File: src/logic/dcache_pkg.sv
// data cache shared definitions
package dcache_pkg;

    // geometry
    localparam int ADDR_WIDTH     = 32;
    localparam int DATA_WIDTH     = 32;
    localparam int LINE_WIDTH     = 256;
    localparam int WORDS_PER_LINE = LINE_WIDTH / DATA_WIDTH;
    localparam int SET_ASSOC      = 4;
    localparam int SET_NUM        = 16;

    // address fields
    localparam int OFFSET_WIDTH   = $clog2(LINE_WIDTH / 8);
    localparam int INDEX_WIDTH    = $clog2(SET_NUM);
    localparam int TAG_WIDTH      = ADDR_WIDTH - INDEX_WIDTH - OFFSET_WIDTH;

    typedef logic [DATA_WIDTH-1:0]                 word_t;
    typedef logic [DATA_WIDTH/8-1:0]               be_t;
    typedef logic [ADDR_WIDTH-1:0]                 addr_t;
    typedef logic [INDEX_WIDTH-1:0]                index_t;
    typedef logic [TAG_WIDTH-1:0]                  tag_t;
    // line address, tag above index
    typedef logic [TAG_WIDTH+INDEX_WIDTH-1:0]      label_t;
    typedef logic [$clog2(WORDS_PER_LINE)-1:0]     word_sel_t;
    typedef logic [$clog2(SET_ASSOC)-1:0]          way_t;
    typedef logic [SET_ASSOC-1:0]                  way_mask_t;
    typedef word_t [WORDS_PER_LINE-1:0]            line_t;

    typedef struct packed {
        logic valid;
        logic dirty;
        tag_t tag;
    } tag_entry_t;

    // miss handling walks writeback, fetch, wait fill
    typedef enum logic [2:0] {
        RESET,
        IDLE,
        WRITEBACK,
        FETCH,
        WAIT_FILL
    } dcache_state_e;

endpackage

File: src/logic/dcache_tag_ram.sv
`timescale 1ns/1ps
// data cache tag store
module dcache_tag_ram (
    input  logic                                             clk,
    input  logic                                             rst,
    input  dcache_pkg::index_t                               rd_index_i,
    input  dcache_pkg::tag_t                                 rd_tag_i,
    input  dcache_pkg::way_mask_t                            wr_en_i,
    input  dcache_pkg::index_t                               wr_index_i,
    input  dcache_pkg::tag_entry_t                           wr_entry_i,
    output dcache_pkg::tag_entry_t [dcache_pkg::SET_ASSOC-1:0] entries_o,
    output dcache_pkg::way_mask_t                            hit_o
);

    dcache_pkg::tag_entry_t mem [dcache_pkg::SET_ASSOC][dcache_pkg::SET_NUM];
    dcache_pkg::tag_t       tag_q;

    always_ff @(posedge clk) begin
        for (int w = 0; w < dcache_pkg::SET_ASSOC; w++) begin
            if (wr_en_i[w]) begin
                mem[w][wr_index_i] <= wr_entry_i;
            end
        end
    end

    // synchronous read with write-first bypass
    always_ff @(posedge clk) begin
        if (rst) begin
            entries_o <= '0;
            tag_q     <= '0;
        end else begin
            tag_q <= rd_tag_i;
            for (int w = 0; w < dcache_pkg::SET_ASSOC; w++) begin
                if (wr_en_i[w] && wr_index_i == rd_index_i) begin
                    entries_o[w] <= wr_entry_i;
                end else begin
                    entries_o[w] <= mem[w][rd_index_i];
                end
            end
        end
    end

    // per-way compare against the registered tag
    for (genvar w = 0; w < dcache_pkg::SET_ASSOC; w++) begin : gen_hit
        assign hit_o[w] = entries_o[w].valid && entries_o[w].tag == tag_q;
    end

endmodule

File: config.mk
export PLATFORM = sky130hd
export DESIGN_NAME = dcache_tag_ram
export DESIGN_NICKNAME = d
export VERILOG_FILES = /design/src/logic/dcache_pkg.sv /design/src/logic/dcache_tag_ram.sv
export SDC_FILE = /design/constraint.sdc
export NUM_CORES = 2
export LEC_CHECK = 0
export BUFFER_PORTS_ARGS = -buffer_cell sky130_fd_sc_hd__buf_2
export CORE_UTILIZATION = 40
export DETAILED_ROUTE_END_ITERATION = 10
export HOLD_SLACK_MARGIN = 0.15
export SLEW_MARGIN = 20
export SYNTH_ARGS = -nofsm -noshare
export SYNTH_HDL_FRONTEND = slang
export SYNTH_SLANG_ARGS = --single-unit
File: constraint.sdc
create_clock -name clk -period 5 [get_ports clk]
set_input_delay 1 -clock clk [delete_from_list [all_inputs] [get_ports clk]]
set_output_delay 1 -clock clk [all_outputs]
set_load 0.02 [all_outputs]
Word-level counts from Yosys, hierarchy flattened
Memory sizes are Yosys's and may differ from the RTL's.
Cells that the tools add are included.
- $lt $le $gt $ge: 3
- eq/ne operators: 5
- mux-type cells: 26
- bitwise operators: 2
- reductions and logical operators: 9
- operator list (operator ; number):
    400-bit 2-to-1 mux ; 4
    25-bit binary-select mux with 4-bit select ; 4
    25-bit 2-to-1 mux ; 13
    25-bit demux with 4-bit select ; 1
    23-bit == test ; 4
    5-bit >= comparator, second input constant ; 2
    4-bit inverter with 5-bit output ; 2
    1-bit logical AND ; 9
    5-bit by 1-bit less-than comparator with 1-bit output, second input constant ; 1
    4-bit == test ; 1
    1-bit 2-to-1 mux ; 4
- flip-flop bits (word level): 123
- bits in writable memories: 1600
- output and inout bits: 104
- word-level logic and storage cells: 59
- memories: 1
- memory list (name ; depth ; bits a word ; rd ports ; clocked after memory_dff ; write ports ; RTL line ; source):
    mem ; 4 ; 400 ; 4 ; 0 ; 4 ; dcache_tag_ram.sv:15 ; dcache_pkg::tag_entry_t mem [dcache_pkg::SET_ASSOC][dcache_pkg::SET_NUM];

Logic depth before layout (Yosys ltp)
- word-level depth: 6
- mapped depth: 7

Worst setup path after synthesis
OpenSTA, ideal clock, no wires.
- path kind: input to register
- start point: in wr_index_i[0]
- end point: mem mem[0][300] in the netlist's numbering (enable)
- data arrival time: 2.268 ns
- slack: 2.348 ns
- cell stages on the path: 4
- buffers on the path: 1
- cell sequence: clkbuf_1 nand2_1 nor3_1 and2_1
- RTL lines (item ; RTL line ; source):
    start: declaration ; dcache_tag_ram.sv:9 ; input dcache_pkg::index_t wr_index_i,
    end: declaration ; dcache_tag_ram.sv:15 ;

Final worst setup path
- start point: reg tag_q[13]
- end point: out hit_o[0]
- longest elaborated chain between the ends: 2
- ends and longest elaborated chain (item ; RTL line ; source):
    start: declaration ; dcache_tag_ram.sv:16 ; dcache_pkg::tag_t tag_q;
    start signal: assignment ; dcache_tag_ram.sv:32 ; tag_q <= rd_tag_i;
    23-bit == test ; dcache_tag_ram.sv:45 ; assign hit_o[w] = entries_o[w].valid && entries_o[w].tag == tag_q;
    1-bit logical AND ; dcache_tag_ram.sv:45 ;
    end: declaration ; dcache_tag_ram.sv:12 ; output dcache_pkg::way_mask_t hit_o
Every way passes these cells.

==> results.ini <==
[logic_synthesis]
syn_inst=2963
syn-num-nets=3025
yosysTopAreaCellShare_pct=74.06
yosys.area.top_type=edfxtp_1
synth_area_per_cell_um2=21.89
ys_warn_count=0
ys_types=23
ys_seq_area_share_pct=77.86
synth.cell_area_um2=64870
synthTopCellsByArea=edfxtp_1 (74%), mux4_2 (14%), dfxtp_1 (3.8%)
ys_ff_latch=1723

[grt]
grt_start_max_net_pins=125
grt_pass1_wl_um=257700
grt_usage_pct=22.83
overflow=0
antenna_found_initial=44
grt_pass1_vias=32220

[clock_tree]
clockBufferDepth=3
cts_tree=done
cts_buffers=171
clk_root_buffer_cell=clkbuf_16
postCtsSetupBuffers=0
cts_sinks=1723
cts_max_level=4
cts_resized=0
cts_hold_buf=0
insertion_delay_ps=780
clk_pin_slew_worst_paths_ps=60

[power_and_ir_drop]
p_per_area_nw_per_um2=417.8
ir_worst_vdd_uv=336.2
power.leakage_uw=0.02419

[route]
wire_per_inst_um=33.36
drt-met1-wl_um=73750
dr.pass1.iters=5
viasPerCell=5.843
via_count=32610
routed-wl-met3_um=20400
drt_wl_total_um=186200
drtIter0Drc=3912
ant_nets=0
dr.max_layer_used=met5
drc=0
dr_wl_met2_um=85920

[sta]
fin_crit_ps=4208
hold_ws_ps=444.2
rsz0062_at_grt=false
timing.setup.tns_ps=0
maxClockFrequency_ghz=0.2376
fin_skew_ps=30.08
slew_headroom_pct=28.23
setup_ws_ps=791.8
period_share_pct=84.16
tightest_slew_ps=1077
hold_viol=0
finalMaxSlewViolations=0
setup_violations=0

[setup_path]
endpoint_kind=output pin
path_buf_inv=1
slowest_delay_ps=750
r2r_setup_slack_ps=3270
path_cells=xor2_1 -> nor4_1 -> nand4_1 -> nor3_1 -> buf_2
r2r-start=mem[2][92]
crit_type=reg2out
crit_slowest_cell=nor3_1
required_ps=4000
critPathTopFamily=simple AND/OR/NAND/NOR gates
reg2regPathDepth=4
r2r_end=entries_o[67]
startpoint_type=flip-flop
crit_arrival_ps=3210
cp_max_fo=4

[floorplanning]
die_w_um=404.7
dieArea_um2=163800
pin_count=166
core_um2=160800
rows=147
fp.dieH_um=404.7
start_util_pct=40.35

[hold_path]
holdPathStages=2
min_path_type=in2reg
holdPathEnd=tag_q[17]
holdCritStartpoint=rd_tag_i[17]

[placed_design]
gp_congestion=0.9037
place_ws_ps=1374
dp_hpwl_um=109400
numPortBuffers=165

[final_layout]
area_growth_pct=14.91
drive_gt1_share_pct=27.99
multi_input_area_um2=13650
layout.nets=3339
n_fill_cell=13400
seq_area_um2=50510

[run]
maxCapViolations=0

[outcome]
run_status=complete, no violations

==> synthesized netlist by cell type <==
library cell and number:
buf_1 27, mux4_2 400, nand2_1 31, and2_1 65, buf_4 12, nand4_1 12, a21o_1 4, xnor2_1 28
nand2b_1 4, nor3_1 10, buf_2 51, nor2b_1 25, nor4_1 17, a22o_1 200, xor2_1 68, edfxtp_1 1600
nor2_1 110, nor4_4 1, buf_6 1, inv_2 1, clkbuf_1 73, o22ai_1 100, dfxtp_1 123
==> kinds of logic after synthesis <==
logic type                Yosys count  synth area share, %
AOI/OAI and AO/OA                 304                3.711
xor gates and xnor gates           96                1.296
muxes                             400                13.89
and+or+nand+nor                   275                2.112
buffers and inverters             165                1.134
DFF                              1723                77.86
==> report_power, final <==
group	internal, uW	leakage, uW	switching [uW]
combinational	691	0.00599	1210
sequential	16100	0.0155	298
clock	7480	0.00272	5360
total	24300	0.0242	6870
==> per-stage QoR <==
step | utilization [%] | instance area, um2 | std cells | total power (uW)
floorplan | - | 64870 | 2963 | 17570
global placement | 42.87 | 68910 | 5264 | 18580
detailed placement | 42.87 | 68910 | 5264 | 18600
CTS | 46.36 | 74520 | 5572 | 31330
global route | 46.36 | 74520 | 5573 | 31930
finish | 46.37 | 74540 | 5581 | 31150
==> state kept, by name, summed over array words and instances, names as in the netlist <==
name	flops
entries_o	100
mem	1600
tag_q	23
==> how the worst max path moves through the flow <==
stage                        from             to  slack (ps)  cells after the start
CTS                     tag_q[13]       hit_o[0]         890                      5
floorplan           wr_index_i[0]    mem[0][300]        2350                      4
detailed placement  rd_index_i[0]  entries_o[67]        1370                      6
global placement    rd_index_i[0]  entries_o[67]        1360                      6
finish                  tag_q[13]       hit_o[0]         790                      5
global route            tag_q[13]       hit_o[0]         790                      5
==> cell usage in the layout, fill, tap and decap left out, drive strengths merged <==
cell / instances
and2: 65
mux4: 400
a21o: 4
clkinvlp: 9
nor2b: 25
inv: 6
o22ai: 100
bufinv: 14
nand4: 12
nor4: 18
xor2: 68
nor3: 10
a22o: 200
buf: 305
dfxtp: 123
nor2: 110
edfxtp: 1600
nand2: 31
xnor2: 28
diode: 9
clkinv: 54
clkbuf: 226
nand2b: 4
==> area by class of cell <==
type | instances | share of cell area [%]
antenna | 9 | 0.03021
clock buffer | 226 | 6.454
clock inverter | 82 | 1.069
inverter | 1 | 0.005035
multi-input combinational | 1075 | 18.31
sequential | 1723 | 67.76
tap | 2160 | 3.625
timing repair buffer | 305 | 2.746
==> per-layer routing <==
layer / vias to the layer above / track usage, %
met5: - / 0
met4: 20 / 7.343
met3: 311 / 6.999
met2: 1658 / 34.99
met1: 17540 / 31.18
li1: 13080 / -
No activity file was read; power rests on OpenSTA's default activity.
