===== config.mk =====
export PLATFORM = sky130hd
export DESIGN_NAME = dcache_plru
export DESIGN_NICKNAME = d
export VERILOG_FILES = /design/src/logic/dcache_pkg.sv /design/src/logic/dcache_plru.sv
export SDC_FILE = /design/constraint.sdc
export NUM_CORES = 1
export LEC_CHECK = 0
export BUFFER_PORTS_ARGS = -buffer_cell sky130_fd_sc_hd__buf_2
export CORE_ASPECT_RATIO = 0.6
export CORE_MARGIN = 2
export CORE_UTILIZATION = 53
export DETAILED_ROUTE_END_ITERATION = 8
export PLACE_DENSITY_LB_ADDON = 0.3
export SYNTH_ARGS = -nofsm -noshare
export SYNTH_HDL_FRONTEND = slang
export SYNTH_SLANG_ARGS = --single-unit

===== constraint.sdc =====
create_clock -name clk -period 1.65 [get_ports clk]
set_clock_uncertainty 0.15 [all_clocks]
set_input_delay 0.2475 -clock clk [delete_from_list [all_inputs] [get_ports clk]]
set_output_delay 0.2475 -clock clk [all_outputs]
set_load 0.01 [all_outputs]

===== src/logic/dcache_pkg.sv =====
// data cache shared definitions
package dcache_pkg;

    // geometry
    localparam int ADDR_WIDTH     = 32;
    localparam int DATA_WIDTH     = 32;
    localparam int LINE_WIDTH     = 256;
    localparam int WORDS_PER_LINE = LINE_WIDTH / DATA_WIDTH;
    localparam int SET_ASSOC      = 4;
    localparam int SET_NUM        = 16;

    // address fields
    localparam int OFFSET_WIDTH   = $clog2(LINE_WIDTH / 8);
    localparam int INDEX_WIDTH    = $clog2(SET_NUM);
    localparam int TAG_WIDTH      = ADDR_WIDTH - INDEX_WIDTH - OFFSET_WIDTH;

    typedef logic [DATA_WIDTH-1:0]                 word_t;
    typedef logic [DATA_WIDTH/8-1:0]               be_t;
    typedef logic [ADDR_WIDTH-1:0]                 addr_t;
    typedef logic [INDEX_WIDTH-1:0]                index_t;
    typedef logic [TAG_WIDTH-1:0]                  tag_t;
    // line address, tag above index
    typedef logic [TAG_WIDTH+INDEX_WIDTH-1:0]      label_t;
    typedef logic [$clog2(WORDS_PER_LINE)-1:0]     word_sel_t;
    typedef logic [$clog2(SET_ASSOC)-1:0]          way_t;
    typedef logic [SET_ASSOC-1:0]                  way_mask_t;
    typedef word_t [WORDS_PER_LINE-1:0]            line_t;

    typedef struct packed {
        logic valid;
        logic dirty;
        tag_t tag;
    } tag_entry_t;

    // miss handling walks writeback, fetch, wait fill
    typedef enum logic [2:0] {
        RESET,
        IDLE,
        WRITEBACK,
        FETCH,
        WAIT_FILL
    } dcache_state_e;

endpackage


===== src/logic/dcache_plru.sv =====
`timescale 1ns/1ps
// tree pseudo-LRU replacement
module dcache_plru (
    input  logic               clk,
    input  logic               rst,
    input  logic               access_i,
    input  dcache_pkg::index_t access_index_i,
    input  dcache_pkg::way_t   access_way_i,
    input  dcache_pkg::index_t query_index_i,
    output dcache_pkg::way_t   victim_o
);

    // bit 0 picks the pair, bit 1 the way in the low pair, bit 2 in the high pair
    logic [dcache_pkg::SET_NUM-1:0][dcache_pkg::SET_ASSOC-2:0] tree_q;
    logic [dcache_pkg::SET_ASSOC-2:0]                          query_bits;

    // point every bit on the path away from the accessed way
    always_ff @(posedge clk) begin
        if (rst) begin
            tree_q <= '0;
        end else if (access_i) begin
            tree_q[access_index_i][0] <= ~access_way_i[1];
            if (access_way_i[1]) begin
                tree_q[access_index_i][2] <= ~access_way_i[0];
            end else begin
                tree_q[access_index_i][1] <= ~access_way_i[0];
            end
        end
    end

    assign query_bits = tree_q[query_index_i];

    // follow the bits down to the victim
    assign victim_o = {query_bits[0], query_bits[0] ? query_bits[2] : query_bits[1]};

endmodule


Word-level counts from Yosys, hierarchy flattened
Index checks and enable logic that the tools add are counted.
W data, S select, Z words.

storage, ports and cells
  register bits after elaboration = 48
  latch bits = 0
  RAM bits = 0
  memory bits (read-only) = 0
  bits of input ports = 13
  output and inout port bits = 2
  word-level logic and storage cells = 35
  memories = 0

operators by class
  $add $sub $neg = 0
  multiply operators = 0
  divide/modulo/power cells = 0
  order comparisons = 3
  equal/unequal tests = 0
  shifts and indexed selects = 0
  mux-type cells = 13
  bitwise operators = 2
  reductions and logical operators = 1

operators by type and width
  kind                  number
  $bwmux W48            3
  $mux W48              1
  $demux W3 S4          3
  $bmux W3 S4           1
  $lt A4 B5 Y1 const B  2
  $mux W3               2
  $ge A4 B1 Y1 const B  1
  $mux W1               2
  $mux W2               1
  $not A1 Y1            2
  $logic_and A1 B1 Y1   1

Logic depth before layout (Yosys ltp)
Gate-level depths: netlist of the first run.

  depth after elaboration = 7
  gate-level depth with buffers = 6
  mapped depth without buffers = 4

Least setup slack after synthesis of the first run
OpenSTA, ideal clock, no wires.

  kind = input to output
  start = input port query_index_i[1]
  end = output port victim_o[0]
  arrival = 1495 ps
  required time = 1252 ps
  slack = -243 ps
  stages on the path = 5
  path buffers = 1
  cell sequence = buf_6 mux4_1 mux2i_1 mux2i_1 mux2_4

between the ends
  word-level cells in the longest chain between the ends = 3

ends and longest elaborated chain
  what                           RTL line           text
  start: declaration             dcache_plru.sv:9   input dcache_pkg::index_t query_index_i,
  $bmux W3 S4                    dcache_plru.sv:31  assign query_bits = tree_q[query_index_i];
  $mux W3 (not written as such)  dcache_plru.sv:31
  via victim_o[1]                dcache_plru.sv:10  output dcache_pkg::way_t victim_o
  $mux W1                        dcache_plru.sv:34  assign victim_o = {query_bits[0], query_bits[0] ? query_bits[2] : query_bits[1]};
  end: declaration               dcache_plru.sv:10

The timed path passes the listed nets, and every way through them passes these cells. The select of a mux whose other input is x is not followed.

Final worst setup path of the first run
  start = register tree_q[9] (netlist bit)
  end = output port victim_o[0]

between the ends
  word-level cells in the longest chain between the ends = 3

ends and longest elaborated chain
  what                              RTL line           text
  start: declaration                dcache_plru.sv:14  logic [dcache_pkg::SET_NUM-1:0][dcache_pkg::SET_ASSOC-2:0] tree_q;
  start signal: indexed assignment  dcache_plru.sv:22  tree_q[access_index_i][0] <= ~access_way_i[1];
  start signal: indexed assignment  dcache_plru.sv:24  tree_q[access_index_i][2] <= ~access_way_i[0];
  start signal: indexed assignment  dcache_plru.sv:26  tree_q[access_index_i][1] <= ~access_way_i[0];
  $bmux W3 S4                       dcache_plru.sv:31
  $mux W3 (not written as such)     dcache_plru.sv:31
  $mux W1                           dcache_plru.sv:34

Every way passes these cells. The select of a mux whose other input is x is not followed.

==> qor.yml, run 1 <==
worst_hold_path:
  worstHoldStart: "access_i"
  hold_depth: 3
  whs_endpoint: "tree_q[9]$_SDFFE_PP0P_"
  hold_class: "in -> reg"
finish:
  nets: 311
  area_delta_synth_final_pct: 21.0
  largest_reg_flops: 48
  layout-drive-gt1-share_pct: 26.4
  stdcell_area_um2: 2850
  top_register: "tree_q"
  final_cells: 359
  n_fill_cell: 353
  diodes: 0
  reg_top3: "tree_q: 48 flops"
worst_setup_path:
  cp_data_required_time_ns: 1.25
  crit_type: "reg -> out"
  slowest_stage: "mux4_2"
  path_max_fanout: 2
  start_kind: "flop"
  critical-path-top-delay-family: "multiplexers"
  reg2reg_from: "tree_q[25]$_SDFFE_PP0P_"
  worstRegToRegCells: 2
  arrival_ns: 1.86
  end_kind: "output pin"
  rrSetupSlack_ns: 0.79
  reg2reg_to: "tree_q[25]$_SDFFE_PP0P_"
  path_buf_inv: 1
  max_stage_delay_ns: 0.48
  cp_cell_sequence: "mux4_2, mux2i_1, mux2i_2, mux2_4, buf_6"
synth:
  synthCells: 256
  synth_top_area_cell: "dfxtp_1"
  yosys-top-cells-area: "dfxtp_1 41%, mux4_1 10%, nor2_1 8.9%"
  synthAdderAreaFrac_pct: 0
  synth_nets: 269
  synth_cell_types: 26
  synth_mux_area_share_pct: 19.9
  synth_area_per_cell_um2: 9.19
  synth_compound_area_share_pct: 8.14
  yosysWarnings: 0
  synth_top_area_share_pct: 40.9
  synthXorXnorAreaFrac_pct: 0
  yosysSeqAreaShare_pct: 40.9
  synth.cell_area_um2: 2350
  ys_ff_latch: 48
  synth_top_family_by_area: "simple AND/OR/NAND/NOR gates"
  yosys.area_share.simple_pct: 25.9
flow_run:
  cap_violations: 0
cts:
  cts_resized: 6
  post_cts_buffers: 0
  cts.sinks: 48
  clk_path_buf_depth: 2
  htreeDepth: 2
  cts_tree: "yes"
  cts_hold_buf: 0
  clk_pin_slew_ns: 0.09
  clkLatencyLatePin_ns: 0.30
  cts_root_buf: "clkbuf_8"
  cts_made_buffers: 5
power_and_ir_drop:
  clkPwrFrac_pct: 36.8
  p_seq_share_pct: 51.3
  cellLeakagePower_nw: 1.05
  switchingPower_mw: 0.572
  comb_power_share_pct: 11.9
  total_power_mw: 2.31
  irDropWorstVdd_mv: 0.507
  p_sw_share_pct: 24.8
  power.internal_mw: 1.74
  powerDensity_nw_per_um2: 812
die:
  start_util_pct: 56.2
  die_area_um2: 5000
  die_h_um: 55.6
  die_w_um: 90.0
  core_area_um2: 4190
  row_count: 18
  pin_count: 15
timing:
  setup_ws_ns: -0.608
  finalCritPeriodShare_pct: 137
  slew_violations: 0
  setup_tns_ns: -1.04
  finalSetupViolCount: 2
  rsz0062_at_grt: "true"
  finalHoldViolCount: 0
  slew_headroom_pct: 61.2
  max_freq_ghz: 0.443
  period_needed_ns: 2.26
  hold_slack_ns: 0.149
  worst_pin_slew_ns: 0.582
global_route:
  first_global_vias: 1959
  antenna_found_initial: 0
  grt_max_degree: 49
  globalRouteMet2Util_pct: 37.8
  grt_usage_pct: 25.3
  grt_pass1_wl_um: 10000
  grt-busiest-layer: "met1"
  grtUsageMet1_pct: 37.9
  overflow: 0
  gr-usage-met3_pct: 5.56
place:
  gp_congestion: 0.877
  placed_area_um2: 2720
  post-place-cells: 351
  place_hpwl_um: 4320
  port_buffers: 14
run_status:
  violations: "negative setup slack"
  status: "complete, but fails checks"
routing:
  drtPass1Iterations: 4
  wl_per_cell_um: 17.2
  ant_nets: 0
  drt_drc_violations_left: 0
  vias: 2118
  drt-initial-drc-count: 259
  drt-total-wl_um: 6170
  vias_per_cell: 5.90
## how the worst max path moves through the flow
stage,cells after the start,end,start,slack [ns]
after floorplan,5,victim_o[0],query_index_i[0],-0.19
after global placement,7,victim_o[0],query_index_i[0],-0.54
after detailed placement,7,victim_o[0],query_index_i[0],-0.55
after CTS,5,victim_o[0],tree_q[15]$_SDFFE_PP0P_,-0.61
after global routing,5,victim_o[0],tree_q[15]$_SDFFE_PP0P_,-0.66
final,5,victim_o[0],tree_q[9]$_SDFFE_PP0P_,-0.61
## Yosys cell counts (all sizes together)
library cell / number
nand3: 8
a211oi: 20
nor4: 14
mux2: 1
dfxtp: 48
mux4: 12
clkbuf: 14
or2: 1
or3: 1
nand2b: 3
o21ai: 1
inv: 2
nor2b: 3
nor3b: 3
a22oi: 2
nand3b: 2
mux2i: 15
buf: 8
nor3: 33
a21oi: 3
nor2: 56
nand2: 5
a31oi: 1
## power by group through the flow
stage | logic, mW | registers [mW] | clock network (mW)
3_5_place_dp | 0.266 | 1.21 | 0
4_1_cts | 0.270 | 1.18 | 0.865
3_3_place_gp | 0.262 | 1.21 | 0
6_report | 0.276 | 1.18 | 0.850
5_1_grt | 0.295 | 1.19 | 0.907
2_1_floorplan | 0.160 | 1.21 | 0
## placed cells by master, fill, tap and decap left out, types with 2 or more instances in the layout
cell	synthesis	routed
mux2i_2	0	2
nor3_1	33	33
mux2i_1	15	13
mux4_2	3	6
buf_4	1	42
nand2_1	5	5
nand3b_1	2	2
mux4_1	9	6
nor2_1	56	56
a211oi_1	20	20
buf_2	4	12
a21oi_1	3	3
inv_1	2	2
dfxtp_1	48	44
nor3b_1	3	3
clkbuf_8	0	5
nand3_1	8	8
nor4_1	14	14
nor2b_1	3	3
buf_6	3	2
nand2b_1	3	3
dfxtp_2	0	4
## area by class of cell
cell class              count  area (um2)  share of cell area [%]
flip-flops and latches     48         966                    33.9
clock buffers               6        72.6                    2.55
multi-input cells         184        1270                    44.7
well taps                  60        75.1                    2.64
clock inverters             2        35.0                    1.23
inverters                   2        7.51                   0.264
repair buffers             57         418                    14.7
## per-stage QoR
stage	util (%)	worst slack, ns
floorplan	-	-0.189
global placement	64.9	-0.537
detailed placement	64.9	-0.552
CTS	67.8	-0.607
global route	67.9	-0.664
finish	67.9	-0.608
## layer usage
| layer | vias to the layer above | wire length (um) |
|---|---|---|
| met4 | 0 | 65 |
| met3 | 8 | 597 |
| met2 | 92 | 2680 |
| li1 | 1031 | - |
| met1 | 987 | 2830 |
| met5 | - | 0 |
## cell families (layout without fill, tap and decap cells)
family,count (synthesis),count (layout)
flops,48,48
buf+inv,24,67
mux,28,28
simple gates,129,129
compound gates,27,27
## tightest hold or removal path: stages
cell	delay (ns)
buf_2	0.14
a31oi_1	0.13
nor3_1	0.06
Note: power is estimated with default switching activity, not from simulation.
==> run 2: changes to the inputs <==
==> constraint.sdc (replaced) <==
create_clock -name clk -period 1.92 [get_ports clk]
set_clock_uncertainty 0.15 [all_clocks]
set_input_delay 0.288 -clock clk [delete_from_list [all_inputs] [get_ports clk]]
set_output_delay 0.288 -clock clk [all_outputs]
set_load 0.01 [all_outputs]
==> run 2 against run 1 <==
Against the previous run: the flow still finishes with violations (negative setup slack); clock power decreased by 26%; flip-flop and latch count unchanged; critical path depth did not move; global-route usage decreased by 0.68 points; non-clock buffer count down 21; sequential share of layout area increased by 2.5 points; setup slack better by 0.26 ns; via count shrank 5.7%; combinational power is 25% lower; die area did not move; count of clock-buffer cells in the layout increased by 2; hold slack improved by 0.075 ns.
==> qor.yml, run 2 (synthesis gave the netlist of run 1 again) <==
place:
  post-place-ws_ns: -0.337  # +0.215 ns
  post-place-cells: 330  # -6.0%
  gp_congestion: 0.867  # -1.1%
  port_buffers: 14  # unchanged
  place_hpwl_um: 4180  # -3.2%
  placed_area_um2: 2550  # -6.3%
cts:
  clkLatencyLatePin_ns: 0.30  # about the same
  cts_hold_buf: 0  # unchanged
  cts_tree: "yes"
  cts_root_buf: "clkbuf_8"
  cts_made_buffers: 5  # unchanged
  clk_path_buf_depth: 2  # unchanged
  clk_pin_slew_ns: 0.09  # about the same
  htreeDepth: 2  # unchanged
  cts.sinks: 48  # unchanged
die:
  row_count: 18  # unchanged
  die_area_um2: 5000  # unchanged
  start_util_pct: 56.2  # unchanged
  die_w_um: 90.0  # unchanged
  core_area_um2: 4190  # unchanged
  die_h_um: 55.6  # unchanged
  pin_count: 15  # unchanged
timing:
  worst_pin_slew_ns: 0.537  # -0.0447 ns
  setup_ws_ns: -0.346  # +0.262 ns
  rsz0062_at_grt: "true"
  finalCritPeriodShare_pct: 118
  finalSetupViolCount: 2  # unchanged
  period_needed_ns: 2.27
  max_freq_ghz: 0.441
  finalHoldViolCount: 0  # unchanged
  slew_headroom_pct: 64.2  # +3.0 points
  slew_violations: 0  # unchanged
power_and_ir_drop:
  irDropWorstVdd_mv: 0.340  # -33%
  cellLeakagePower_nw: 0.942  # -11%
  total_power_mw: 1.86  # -20%
  powerDensity_nw_per_um2: 701  # -14%
worst_setup_path:
  path_max_fanout: 2  # unchanged
  end_kind: "output pin"
  arrival_ns: 1.83  # -0.03 ns
  cp_data_required_time_ns: 1.48  # +0.23 ns
  start_kind: "flop"
  crit_type: "reg -> out"
routing:
  wl_per_cell_um: 17.7  # +3.2%
  drt-initial-drc-count: 230  # -11%
  vias: 1998  # -5.7%
  drt-total-wl_um: 6000  # -2.9%
  vias_per_cell: 5.91  # +0.20%
  drt_drc_violations_left: 0  # unchanged
  ant_nets: 0  # unchanged
  drtPass1Iterations: 5  # +1
finish:
  nets: 290  # -6.8%
  layout_commonest_cell: "nor2_1"
  area_delta_synth_final_pct: 12.7
  layout-drive-gt1-share_pct: 19.8  # -6.6 points
  diodes: 0  # unchanged
  reg_top3: "tree_q: 48 flops"
  top_register: "tree_q"
  most-common-layout-cells: "56 x nor2_1, 44 x dfxtp_1, 33 x nor3_1"
  stdcell_area_um2: 2650  # -6.8%
  final_cells: 338  # -5.8%
  largest_reg_flops: 48  # unchanged
global_route:
  grt_max_degree: 49  # unchanged
  grt_pass1_wl_um: 9430  # -6.0%
  grt_usage_pct: 24.6  # -0.68 points
  overflow: 0  # unchanged
  antenna_found_initial: 0  # unchanged
  first_global_vias: 1727  # -12%
run_status:
  status: "complete, but fails checks"
  violations: "negative setup slack"
flow_run:
  cap_violations: 0  # unchanged
worst_hold_path:
  hold_class: "in -> reg"
run 2: worst paths after layout:
path                           start                 endpoint  slack [ns]  depth (start not counted)
max reg2reg  tree_q[20]$_SDFFE_PP0P_  tree_q[20]$_SDFFE_PP0P_        1.04                          2
max          tree_q[45]$_SDFFE_PP0P_              victim_o[0]       -0.35                          5
min reg2reg  tree_q[28]$_SDFFE_PP0P_  tree_q[28]$_SDFFE_PP0P_        0.35                          2
min                         access_i   tree_q[9]$_SDFFE_PP0P_        0.22                          3
run 2: report_power, final:
group	switching, mW	leakage [nW]	total [mW]	internal [mW]
clock network	0.338	0.0455	0.632	0.295
logic	0.132	0.507	0.208	0.0759
registers	0.00887	0.390	1.02	1.01
run 2: area by class of cell:
cell class,count,area (um2)
clock buffers,8,90.1
inverters,2,7.51
multi-input cells,184,1260
fillers,372,1540
repair buffers,36,250
well taps,60,75.1
flip-flops and latches,48,966
run 2: metrics by stage:
stage	util [%]	hold WS, ns	setup TNS, ns
floorplan	-	0.301	-0.000470
global placement	60.8	0.319	-0.438
detailed placement	60.8	0.327	-0.489
CTS	63.3	0.212	-0.508
global route	63.3	0.240	-0.621
finish	63.3	0.224	-0.513
run 2: critical path: stages, from the launching register on:
cell and delay (ns):
dfxtp_2 0.34, mux4_2 0.47, mux2i_1 0.17, mux2i_2 0.11, mux2_4 0.32, buf_6 0.12
run 2: what timing repair did:
action / CTS / global route
setup buffers: 0 / 0
pin swaps: 0 / 0
endpoints found under the setup margin: 2 / 2
gates resized for setup: 8 / 1
run 2: per-layer routing:
metal / part of all wire [%] / global-route usage [%] / vias up
met5: 0 / 0 / -
met4: 0.87 / 7.03 / 0
met3: 7.9 / 5.69 / 4
met2: 40 / 32.4 / 81
met1: 51 / 39.6 / 930
li1: - / - / 983
==> run 3: changes to the inputs <==
==> constraint.sdc (replaced) <==
create_clock -name clk -period 1.92 [get_ports clk]
set_clock_uncertainty 0.15 [all_clocks]
set_input_delay 0.384 -clock clk [delete_from_list [all_inputs] [get_ports clk]]
set_output_delay 0.384 -clock clk [all_outputs]
set_load 0.01 [all_outputs]
==> run 3 against run 2 <==
Against the previous run: the run still ends with negative setup slack left; sequential power barely moved; cell count rose by 1.5%; non-clock buffer count rose by 8; die area did not move; critical endpoint unchanged; hold slack improved by 0.081 ns; count of clock-buffer cells in the layout fell by 3; largest power group unchanged; critical path type unchanged.
==> qor.yml, run 3 (synthesis gave the netlist of run 1 again) <==
routing:
  drt-initial-drc-count: 139  # -40%
  ant_nets: 0  # unchanged
  drtPass1Iterations: 4  # -1
  wl_per_cell_um: 17.5  # -1.3%
  drt-total-wl_um: 6010  # +0.20%
  drt_drc_violations_left: 0  # unchanged
  vias: 2041  # +2.2%
  vias_per_cell: 5.95  # +0.66%
timing:
  max_freq_ghz: 0.423  # -4.1%
  rsz0062_at_grt: "true"
  setup_ws_ns: -0.443  # -0.0972 ns
  slew_headroom_pct: 62.6  # -1.5 points
  worst_pin_slew_ns: 0.560  # +0.0230 ns
  finalSetupViolCount: 2  # unchanged
  finalCritPeriodShare_pct: 123  # +5.1 points
  setup_tns_ns: -0.716  # -0.203 ns
  slew_violations: 0  # unchanged
  finalHoldViolCount: 0  # unchanged
  period_needed_ns: 2.36  # +0.0972 ns
finish:
  diodes: 0  # unchanged
  layout-drive-gt1-share_pct: 22.6  # +2.8 points
  layout_commonest_cell: "nor2_1"
  area_delta_synth_final_pct: 15.2
  reg_top3: "tree_q: 48 flops"
  nets: 298  # +2.8%
  largest_reg_flops: 48  # unchanged
  stdcell_area_um2: 2710  # +2.2%
  most-common-layout-cells: "56 x nor2_1, 45 x dfxtp_1, 33 x nor3_1"
  top_register: "tree_q"
worst_setup_path:
  arrival_ns: 1.83  # about the same
  crit_type: "reg -> out"
  slowest_stage: "mux4_2"
  max_stage_delay_ns: 0.49  # +0.02 ns
  critical-path-top-delay-family: "multiplexers"
  rrSetupSlack_ns: 0.99  # -0.05 ns
  path_max_fanout: 2  # unchanged
  reg2reg_to: "tree_q[34]$_SDFFE_PP0P_"
  path_buf_inv: 1  # unchanged
  reg2reg_from: "tree_q[34]$_SDFFE_PP0P_"
  end_kind: "output pin"
  cp_cell_sequence: "mux4_2, mux2i_1, mux2i_2, mux2_4, buf_6"
  start_kind: "flop"
  worstRegToRegCells: 3  # +1
  cp_data_required_time_ns: 1.39  # -0.09 ns
place:
  post-place-ws_ns: -0.535  # -0.198 ns
  gp_congestion: 0.949  # +9.5%
  port_buffers: 14  # unchanged
  placed_area_um2: 2620  # +2.8%
  place_hpwl_um: 4550  # +8.8%
cts:
  cts.sinks: 48  # unchanged
  htreeDepth: 2  # unchanged
  clkLatencyLatePin_ns: 0.30  # about the same
  cts_hold_buf: 0  # unchanged
  cts_tree: "yes"
  clk_pin_slew_ns: 0.09  # about the same
  cts_root_buf: "clkbuf_8"
  clk_path_buf_depth: 2  # unchanged
  cts_made_buffers: 5  # unchanged
power_and_ir_drop:
  powerDensity_nw_per_um2: 658  # -6.2%
  cellLeakagePower_nw: 0.963  # +2.3%
  irDropWorstVdd_mv: 0.417  # +23%
  p_seq_share_pct: 57.1  # +2.3 points
  total_power_mw: 1.78  # -4.1%
  comb_power_share_pct: 12.6  # +1.4 points
  switchingPower_mw: 0.448  # -6.3%
  power.internal_mw: 1.33  # -3.3%
  p_sw_share_pct: 25.1  # -0.60 points
  clkPwrFrac_pct: 30.3  # -3.7 points
die:
  die_w_um: 90.0  # unchanged
  start_util_pct: 56.2  # unchanged
  pin_count: 15  # unchanged
  core_area_um2: 4190  # unchanged
  die_area_um2: 5000  # unchanged
  die_h_um: 55.6  # unchanged
  row_count: 18  # unchanged
run_status:
  violations: "negative setup slack"
  status: "complete, but fails checks"
global_route:
  grt_max_degree: 29  # -41%
  first_global_vias: 1844  # +6.8%
  grt_usage_pct: 24.5  # -0.12 points
  antenna_found_initial: 0  # unchanged
  grt_pass1_wl_um: 9540  # +1.2%
  overflow: 0  # unchanged
worst_hold_path:
  whs_endpoint: "tree_q[25]$_SDFFE_PP0P_"
  hold_class: "in -> reg"
  hold_depth: 2  # -1
  worstHoldStart: "access_way_i[0]"
flow_run:
  cap_violations: 0  # unchanged
-- run 3: worst max path at each step --
stage                     cells past startpoint          end                     from  slack, ns
after floorplan                               5  victim_o[0]         query_index_i[0]      -0.19
after global placement                        7  victim_o[0]         query_index_i[0]      -0.49
after detailed placement                      7  victim_o[0]         query_index_i[0]      -0.53
after CTS                                     5  victim_o[0]  tree_q[45]$_SDFFE_PP0P_      -0.44
after global routing                          5  victim_o[0]  tree_q[21]$_SDFFE_PP0P_      -0.49
final                                         5  victim_o[0]  tree_q[21]$_SDFFE_PP0P_      -0.44
-- run 3: per-stage QoR --
| stage | util (%) | hold WS [ns] | cells |
|---|---|---|---|
| after floorplan | - | 0.301 | 256 |
| after global placement | 62.6 | 0.321 | 338 |
| after detailed placement | 62.6 | 0.331 | 338 |
| after CTS | 64.7 | 0.292 | 343 |
| after global routing | 64.7 | 0.308 | 343 |
| final | 64.7 | 0.305 | 343 |
-- run 3: layout make-up --
cell class | instances | area [um2]
clock buffers | 5 | 68.8
fillers | 375 | 1480
inverters | 2 | 7.51
multi-input cells | 184 | 1260
flip-flops and latches | 48 | 965
well taps | 60 | 75.1
repair buffers | 44 | 334
-- run 3: what timing repair did --
action | CTS | global route
resized for setup | 13 | 1
pin swaps | 2 | 0
cloned | 0 | 0
setup endpoints to repair | 2 | 2
buffers inserted | 1 | 1
-- run 3: power groups by stage --
stage               Combinational, mW  Sequential, mW  Clock (mW)
floorplan                       0.137            1.04           0
global placement                0.212            1.04           0
detailed placement              0.215            1.04           0
CTS                             0.222            1.02       0.555
global route                    0.242            1.02       0.583
finish                          0.224            1.02       0.539
-- run 3: metal layers --
metal | track usage, % | share of wire, % | routed length, um | vias up
li1 | - | - | - | 996
met1 | 37.7 | 48 | 2870 | 955
met2 | 35.6 | 42 | 2500 | 86
met3 | 5.56 | 10 | 613 | 4
met4 | 4.62 | 0.52 | 31 | 0
met5 | 0 | 0 | 0 | -
